<file path="src/hdl/usb_rx_pkg.sv">
// Constants and types shared by the full-speed USB receiver blocks
// Each module refers to these by scoped name, never by import
`default_nettype none

package usb_rx_pkg;

	// 96 MHz sampling of a 12 Mb/s line
	localparam int CLKS_PER_BIT = 8;
	// Mid-bit, counted from the synchronised edge
	localparam int SAMPLE_POINT = 3;
	localparam int TIMER_W = $clog2(CLKS_PER_BIT);

	// KJKJKJKK on the wire, assembled LSB first
	localparam logic [7:0] SYNC_BYTE = 8'h80;

	localparam int FIFO_DEPTH = 8;
	localparam int PTR_W = $clog2(FIFO_DEPTH);
	localparam int CNT_W = $clog2(FIFO_DEPTH + 1);

	typedef enum logic [2:0]
	{
		IDLE,
		SYNC_CHECK,
		RECEIVE,
		ERR_WAIT,
		EOP_WAIT
	} rx_state_e;

	// One decoded line event, either a data bit or an end-of-packet marker
	typedef struct packed
	{
		logic value;
		logic eop;
	} line_bit_t;

	typedef struct packed
	{
		logic [7:0] data;
	} rx_byte_t;

endpackage

`default_nettype wire

</file>
<file path="src/hdl/line_sampler.sv">
// Front end of the USB receiver
// Synchronises d_plus/d_minus, recovers bit timing from d_plus edges,
// decodes NRZI and flags SE0 as a single end-of-packet event
`timescale 1ns/100ps
`default_nettype none

module line_sampler (
	input  logic                  clk,
	input  logic                  rst_n,
	input  logic                  d_plus,
	input  logic                  d_minus,
	output logic                  bit_strobe,
	output usb_rx_pkg::line_bit_t bit_evt
);

	logic dp_meta;
	logic dp_sync;
	logic dp_prev;
	logic dm_meta;
	logic dm_sync;
	logic active;
	logic in_eop;
	logic last_level;
	logic [usb_rx_pkg::TIMER_W-1:0] timer;
	logic [usb_rx_pkg::TIMER_W-1:0] phase;
	logic edge_seen;
	logic se0;
	logic data_take;
	logic eop_take;

	// Two-flop synchronisers parked at idle J
	always_ff @(posedge clk)
	begin
		if (!rst_n)
		begin
			dp_meta <= 1'b1;
			dp_sync <= 1'b1;
			dp_prev <= 1'b1;
			dm_meta <= 1'b0;
			dm_sync <= 1'b0;
		end
		else
		begin
			dp_meta <= d_plus;
			dp_sync <= dp_meta;
			dp_prev <= dp_sync;
			dm_meta <= d_minus;
			dm_sync <= dm_meta;
		end
	end

	assign edge_seen = dp_sync != dp_prev;
	assign se0 = !dp_sync && !dm_sync;

	// Bit phase restarts at zero on every edge
	assign phase = edge_seen ? '0 : timer;

	assign data_take = active && !in_eop && (phase == usb_rx_pkg::SAMPLE_POINT);
	assign eop_take = active && !in_eop && se0;

	always_ff @(posedge clk)
	begin
		if (!rst_n)
		begin
			timer <= '0;
			active <= 1'b0;
			in_eop <= 1'b0;
			last_level <= 1'b1;
		end
		else
		begin
			if (phase == usb_rx_pkg::CLKS_PER_BIT - 1)
				timer <= '0;
			else
				timer <= phase + 1'b1;

			if (!active)
			begin
				// Level before the opening edge is the reference for bit 0
				last_level <= dp_prev;
				if (edge_seen)
					active <= 1'b1;
			end
			else if (in_eop)
			begin
				// J after SE0 closes the packet
				if (dp_sync)
				begin
					active <= 1'b0;
					in_eop <= 1'b0;
				end
			end
			else if (eop_take)
				in_eop <= 1'b1;
			else if (data_take)
				last_level <= dp_sync;
		end
	end

	// In NRZI the same level as the previous bit is a 1
	assign bit_strobe = data_take || eop_take;
	assign bit_evt = '{value: !eop_take && (dp_sync == last_level), eop: eop_take};

	// SE0 starts on a bit boundary and never lands on the sample point
	a_strobe_exclusive: assert property (@(posedge clk) disable iff (!rst_n)
		!(data_take && eop_take));

endmodule

`default_nettype wire

</file>
<file path="src/hdl/packet_control.sv">
// Receive state machine of the USB receiver
// Checks the sync byte, assembles data bytes LSB first and strobes each
// whole byte towards the FIFO; drives the rcving and r_error flags
`timescale 1ns/100ps
`default_nettype none

module packet_control (
	input  logic                  clk,
	input  logic                  rst_n,
	input  logic                  bit_strobe,
	input  usb_rx_pkg::line_bit_t bit_evt,
	output logic                  byte_strobe,
	output usb_rx_pkg::rx_byte_t  byte_out,
	output logic                  rcving,
	output logic                  r_error
);

	usb_rx_pkg::rx_state_e state;
	logic [7:0] shift_reg;
	logic [7:0] next_byte;
	logic [2:0] bit_cnt;
	logic [usb_rx_pkg::TIMER_W-1:0] wait_cnt;
	logic data_evt;
	logic eop_evt;
	logic last_bit;

	assign data_evt = bit_strobe && !bit_evt.eop;
	assign eop_evt = bit_strobe && bit_evt.eop;
	assign last_bit = bit_cnt == 3'd7;

	// New bit enters at the top so the first bit ends up in bit 0
	assign next_byte = {bit_evt.value, shift_reg[7:1]};

	always_ff @(posedge clk)
	begin
		if (data_evt)
			shift_reg <= next_byte;
		if (data_evt && last_bit)
			byte_out <= '{data: next_byte};
	end

	always_ff @(posedge clk)
	begin
		if (!rst_n)
		begin
			state <= usb_rx_pkg::IDLE;
			bit_cnt <= '0;
			wait_cnt <= '0;
			byte_strobe <= 1'b0;
			rcving <= 1'b0;
			r_error <= 1'b0;
		end
		else
		begin
			byte_strobe <= 1'b0;

			case (state)
				usb_rx_pkg::IDLE:
				begin
					// First bit of the packet is bit 0 of sync
					if (data_evt)
					begin
						state <= usb_rx_pkg::SYNC_CHECK;
						bit_cnt <= 3'd1;
					end
				end

				usb_rx_pkg::SYNC_CHECK:
				begin
					if (eop_evt)
					begin
						r_error <= 1'b1;
						bit_cnt <= '0;
						wait_cnt <= '0;
						state <= usb_rx_pkg::EOP_WAIT;
					end
					else if (data_evt)
					begin
						bit_cnt <= bit_cnt + 1'b1;
						if (last_bit)
						begin
							if (next_byte == usb_rx_pkg::SYNC_BYTE)
							begin
								state <= usb_rx_pkg::RECEIVE;
								rcving <= 1'b1;
								r_error <= 1'b0;
							end
							else
							begin
								state <= usb_rx_pkg::ERR_WAIT;
								r_error <= 1'b1;
							end
						end
					end
				end

				usb_rx_pkg::RECEIVE:
				begin
					if (eop_evt)
					begin
						rcving <= 1'b0;
						// Partial byte is lost and flagged
						if (bit_cnt != 3'd0)
							r_error <= 1'b1;
						bit_cnt <= '0;
						wait_cnt <= '0;
						state <= usb_rx_pkg::EOP_WAIT;
					end
					else if (data_evt)
					begin
						bit_cnt <= bit_cnt + 1'b1;
						if (last_bit)
							byte_strobe <= 1'b1;
					end
				end

				usb_rx_pkg::ERR_WAIT:
				begin
					// Rest of a bad packet is ignored
					if (eop_evt)
					begin
						bit_cnt <= '0;
						wait_cnt <= '0;
						state <= usb_rx_pkg::EOP_WAIT;
					end
				end

				usb_rx_pkg::EOP_WAIT:
				begin
					// Line sits in SE0 then J here, one bit time of quiet is enough
					wait_cnt <= wait_cnt + 1'b1;
					if (data_evt)
					begin
						state <= usb_rx_pkg::SYNC_CHECK;
						bit_cnt <= 3'd1;
					end
					else if (wait_cnt == usb_rx_pkg::CLKS_PER_BIT - 1)
						state <= usb_rx_pkg::IDLE;
				end

				default:
					state <= usb_rx_pkg::IDLE;
			endcase
		end
	end

	a_rcving_state: assert property (@(posedge clk) disable iff (!rst_n)
		rcving |-> state == usb_rx_pkg::RECEIVE);

	// Byte strobe comes from a data bit taken while receiving
	a_byte_in_receive: assert property (@(posedge clk) disable iff (!rst_n)
		byte_strobe |-> $past(bit_strobe && state == usb_rx_pkg::RECEIVE));

endmodule

`default_nettype wire

</file>
<file path="src/hdl/rx_fifo.sv">
// Byte FIFO at the output of the USB receiver, first word fall through
// r_data shows the oldest byte while empty is low, r_enable pops it;
// a byte pushed while full is dropped since the line cannot stall
`timescale 1ns/100ps
`default_nettype none

module rx_fifo (
	input  logic                 clk,
	input  logic                 rst_n,
	input  logic                 byte_strobe,
	input  usb_rx_pkg::rx_byte_t byte_in,
	input  logic                 r_enable,
	output logic [7:0]           r_data,
	output logic                 empty,
	output logic                 full
);

	usb_rx_pkg::rx_byte_t mem [usb_rx_pkg::FIFO_DEPTH];
	logic [usb_rx_pkg::PTR_W-1:0] wr_ptr;
	logic [usb_rx_pkg::PTR_W-1:0] rd_ptr;
	logic [usb_rx_pkg::CNT_W-1:0] count;
	logic do_write;
	logic do_read;

	function automatic logic [usb_rx_pkg::PTR_W-1:0] next_ptr(
		input logic [usb_rx_pkg::PTR_W-1:0] ptr
	);
		if (ptr == usb_rx_pkg::FIFO_DEPTH - 1)
			return '0;
		return ptr + 1'b1;
	endfunction

	assign empty = count == '0;
	assign full = count == usb_rx_pkg::FIFO_DEPTH;
	assign do_write = byte_strobe && !full;
	assign do_read = r_enable && !empty;
	assign r_data = mem[rd_ptr].data;

	always_ff @(posedge clk)
	begin
		if (do_write)
			mem[wr_ptr] <= byte_in;
	end

	always_ff @(posedge clk)
	begin
		if (!rst_n)
		begin
			wr_ptr <= '0;
			rd_ptr <= '0;
			count <= '0;
		end
		else
		begin
			if (do_write)
				wr_ptr <= next_ptr(wr_ptr);
			if (do_read)
				rd_ptr <= next_ptr(rd_ptr);

			// Push and pop together leave the count alone
			case ({do_write, do_read})
				2'b10: count <= count + 1'b1;
				2'b01: count <= count - 1'b1;
				default: count <= count;
			endcase
		end
	end

	a_count_bound: assert property (@(posedge clk) disable iff (!rst_n)
		count <= usb_rx_pkg::FIFO_DEPTH);

endmodule

`default_nettype wire

</file>
<file path="src/hdl/usb_receiver.sv">
// Full-speed USB packet receiver, top level
// Line sampler feeds the receive FSM, which pushes bytes into the FIFO
`timescale 1ns/100ps
`default_nettype none

module usb_receiver (
	input  logic       clk,
	input  logic       rst_n,
	input  logic       d_plus,
	input  logic       d_minus,
	input  logic       r_enable,
	output logic [7:0] r_data,
	output logic       empty,
	output logic       full,
	output logic       rcving,
	output logic       r_error
);

	logic bit_strobe;
	usb_rx_pkg::line_bit_t bit_evt;
	logic byte_strobe;
	usb_rx_pkg::rx_byte_t byte_out;

	line_sampler u_sampler (
		.clk        (clk),
		.rst_n      (rst_n),
		.d_plus     (d_plus),
		.d_minus    (d_minus),
		.bit_strobe (bit_strobe),
		.bit_evt    (bit_evt)
	);

	packet_control u_control (
		.clk         (clk),
		.rst_n       (rst_n),
		.bit_strobe  (bit_strobe),
		.bit_evt     (bit_evt),
		.byte_strobe (byte_strobe),
		.byte_out    (byte_out),
		.rcving      (rcving),
		.r_error     (r_error)
	);

	rx_fifo u_fifo (
		.clk         (clk),
		.rst_n       (rst_n),
		.byte_strobe (byte_strobe),
		.byte_in     (byte_out),
		.r_enable    (r_enable),
		.r_data      (r_data),
		.empty       (empty),
		.full        (full)
	);

endmodule

`default_nettype wire

</file>
<file path="config.mk">
export PLATFORM = sky130hd
export DESIGN_NAME = usb_receiver
export DESIGN_NICKNAME = d
export VERILOG_FILES = /design/src/hdl/usb_rx_pkg.sv /design/src/hdl/line_sampler.sv /design/src/hdl/packet_control.sv /design/src/hdl/rx_fifo.sv /design/src/hdl/usb_receiver.sv
export SDC_FILE = /design/constraint.sdc
export NUM_CORES = 1
export LEC_CHECK = 0
export BUFFER_PORTS_ARGS = -buffer_cell sky130_fd_sc_hd__buf_2
export CELL_PAD_IN_SITES_DETAIL_PLACEMENT = 2
export CELL_PAD_IN_SITES_GLOBAL_PLACEMENT = 2
export CORE_UTILIZATION = 47
export CTS_BUF_LIST = sky130_fd_sc_hd__clkbuf_8
export DETAILED_ROUTE_END_ITERATION = 10
export HOLD_SLACK_MARGIN = 0.08
export PLACE_DENSITY_LB_ADDON = 0.1
export SLEW_MARGIN = 20
export SYNTH_ARGS = -nofsm -noshare
export SYNTH_HDL_FRONTEND = slang
export SYNTH_HIERARCHICAL = 1
export SYNTH_SLANG_ARGS = --single-unit
</file>
<file path="constraint.sdc">
create_clock -name clk -period 2.7 [get_ports clk]
set_input_delay 0.54 -clock clk [delete_from_list [all_inputs] [get_ports clk]]
set_output_delay 0.54 -clock clk [all_outputs]
set_load 0.005 [all_outputs]
</file>
==> flow_summary_export.csv <==
group,metric,value,unit
run,drv_cap,0,
grt,overflow,0,
timing,setup_viol,0,
clock_network,cts_root_buf,"clkbuf_8",
die,design.die.area,0.01080,mm^2
placement,gp_congestion,0.7237,
layout,fin_cells,507,
grt,grt.total_usage,28.37,%
layout,nFillCells,884,
layout,fin_area,0.005608,mm^2
synthesis,yosys.cell_types.count,60,
clock_network,cts_tree,"done",
worst_setup_path,cp-start-kind,"flip-flop",
detailed_routing,wl_per_cell,28.38,um
synthesis,synth_seq_cells,115,
placement,post-place-ws,-0.01852,ns
layout,drive_gt1_share,23.53,%
layout,antennaDiodeCount,0,
synthesis,synth-edff-count,79,
worst_setup_path,reg2regPathDepth,9,
timing,min_period,2.626,ns
synthesis,ys.flop_type,"edfxtp_1",
detailed_routing,drc,0,
clock_network,ctsHoldBuffers,0,
die,core_area,0.009910,mm^2
die,initial_core_util,49.26,%
grt,grt_max_degree,23,
detailed_routing,initialDrtViolationCount,236,
timing,fin_skew,0.01968,ns
grt,globalRouteMet3Util,8.208,%
synthesis,synth_area_per_cell,14.88,um^2
min_path,hp-class,"in2reg",
worst_setup_path,worst_setup_path_end_kind,"output pin",
die,io-pin-count,17,
die,die_y,103.9,um
timing,worst_pin_slew,0.7042,ns
min_path,min_path_cells,2,
clock_network,numCtsBuffers,17,
power,p_leak,2.029,nW
synthesis,syn-instance-count,328,
synthesis,synth_top_cells_by_count,"79 x edfxtp_1, 36 x dfxtp_1, 15 x ha_1, 15 x mux4_1, 15 x nand2_1",
die,placementRows,36,
clock_network,cts_buffer_depth,2,
timing,drv_slew,0,
synthesis,synth_warnings,6,
worst_setup_path,path_max_fanout,16,
synthesis,yosys.cell_count.top_type,"edfxtp_1",
synthesis,yosysTopAreaCellShare,48.60,%
worst_setup_path,rr_startpoint,"u_sampler/dp_prev",
placement,dpl.hpwl,8204,um
synthesis,syn_area,0.004881,mm^2
placement,placed_area,0.005110,mm^2
grt,use_met1,35.35,%
detailed_routing,avgViaCountPerCell,5.992,
grt,grt_pass1_wl,21450,um
timing,fin_ws,0.07375,ns
timing,max_freq,380.8,MHz
synthesis,ys_top_cells_by_area,"edfxtp_1 49%, dfxtp_1 15%, mux4_1 8.1%",
detailed_routing,ant_nets,0,
worst_setup_path,r2r_end,"u_control/byte_out[1]",
worst_setup_path,crit_arrival,2.09,ns
layout,syn_to_final_growth,14.89,%
detailed_routing,drtPass1Iterations,4,
power,power.total,3.868,mW
grt,gr-usage-met2,46.10,%
min_path,hold_path_end,"u_sampler/dp_meta",
power,power_density,689.7,mW/mm^2
grt,grt_pass1_vias,3270,
worst_setup_path,path_class,"reg2out",
timing,hold_viol,0,
grt,busiest_layer,"met2",
placement,port_buffers,16,
grt,antenna_found_initial,0,
layout,num-nets-final,381,
clock_network,clock_sinks,115,
clock_network,clkTransAtPathRegs,0.08,ns
synthesis,yosysSeqAreaShare,63.37,%
timing,max-slew-margin-rel,51.84,%
layout,largest_reg_flops,64,
power,vdd_drop_max,0.0004029,V
timing,timing.final.crit_share,97.27,%
status,status,"finished clean",
synthesis,async_reset_ff_share,0,%
detailed_routing,wirelength,14390,um
die,die_w,103.9,um
detailed_routing,num_vias,3038,
worst_setup_path,cp.required,2.16,ns
clock_network,clock_latency,0.45,ns
synthesis,synth_top_area_cell,"edfxtp_1",
worst_setup_path,reg2reg_slack,0.14,ns
placement,dpl.cell_count,473,
synthesis,syn-num-nets,348,
clock_network,htree_num_levels,4,
min_path,holdCritStartpoint,"d_plus",
cell families (layout without fill, tap and decap cells):
family | Yosys count | count (layout) | share of synthesized area, %
buffers and inverters | 28 | 74 | 3.358
XOR/XNOR | 5 | 5 | 0.8974
flip-flops | 115 | 115 | 63.37
adder cells (fa/ha/maj) | 15 | 15 | 3.845
AND/OR/NAND/NOR | 86 | 86 | 9.946
multiplexers | 29 | 29 | 11.43
AO/OA/AOI/OAI | 50 | 50 | 7.152
placed cells by master, fill, tap and decap left out, drive strengths merged, types with 4 or more instances in the layout:
cell type,count
mux2i,4
dfxtp,36
a21oi,12
buf,33
mux2,9
edfxtp,79
nor2b,9
nand3,5
a21boi,4
inv,10
nor2,15
clkbuf,17
nor3,10
clkinv,6
and2,7
nand2b,9
bufinv,5
mux4,16
o21ai,9
ha,15
nand2,15
per-stage QoR:
step | util (%) | hold WS [ns] | TNS (ns)
6_report | 56.59 | 0.2873 | 0
5_1_grt | 56.59 | 0.2632 | -0.03646
4_1_cts | 56.35 | 0.2694 | 0
3_5_place_dp | 51.57 | 0.4102 | -0.1438
3_3_place_gp | 51.57 | 0.4087 | 0
2_1_floorplan | - | 0.3863 | 0
cell type report:
cell class	instances	area, um^2	share of cell area, %
clock buffers	17	234.0	4.172
inverters	9	33.78	0.6024
well taps	133	166.4	2.967
clock inverters	15	212.7	3.793
repair buffers	33	211.5	3.771
multi-input cells	185	1654	29.50
flip-flops and latches	115	3095	55.20
report_power, final:
| part | internal (mW) | switching, mW | total, mW |
|---|---|---|---|
| Sequential | 1.87 | 0.0145 | 1.89 |
| Combinational | 0.0289 | 0.0463 | 0.0752 |
| Clock | 1.09 | 0.815 | 1.91 |
| Total | 2.99 | 0.876 | 3.87 |
worst max path at each step:
stage / from / slack (ns) / end / cells after the start
global placement: u_sampler/dp_prev / 0.20 / u_control/byte_out[7] / 9
global route: u_fifo/count[0] / -0.03 / u_fifo/count[2] / 9
floorplan: u_sampler/dp_sync / 0.19 / u_control/rcving / 12
CTS: flip-flop / 0.03 / r_data[1] / 4
detailed placement: u_sampler/dp_prev / -0.02 / u_control/byte_out[7] / 9
finish: flip-flop / 0.07 / r_data[4] / 4
timing repair:
action,in CTS,in global routing
setup buffers,2,0
setup endpoints to repair,13,14
resized for setup,3,7
pin swaps,1,1
critical path: stages, from the launching register on:
cell and delay (ns):
dfxtp_1 0.34, buf_6 0.22, mux4_1 0.63, mux2_2 0.30, buf_2 0.13
per-layer routing:
layer / wire [um] / up-vias
met5: 0 / -
met4: 436 / 0
met3: 792 / 30
met2: 7105 / 102
met1: 6055 / 1582
li1: - / 1324
Power figures use the tool's default switching activity.
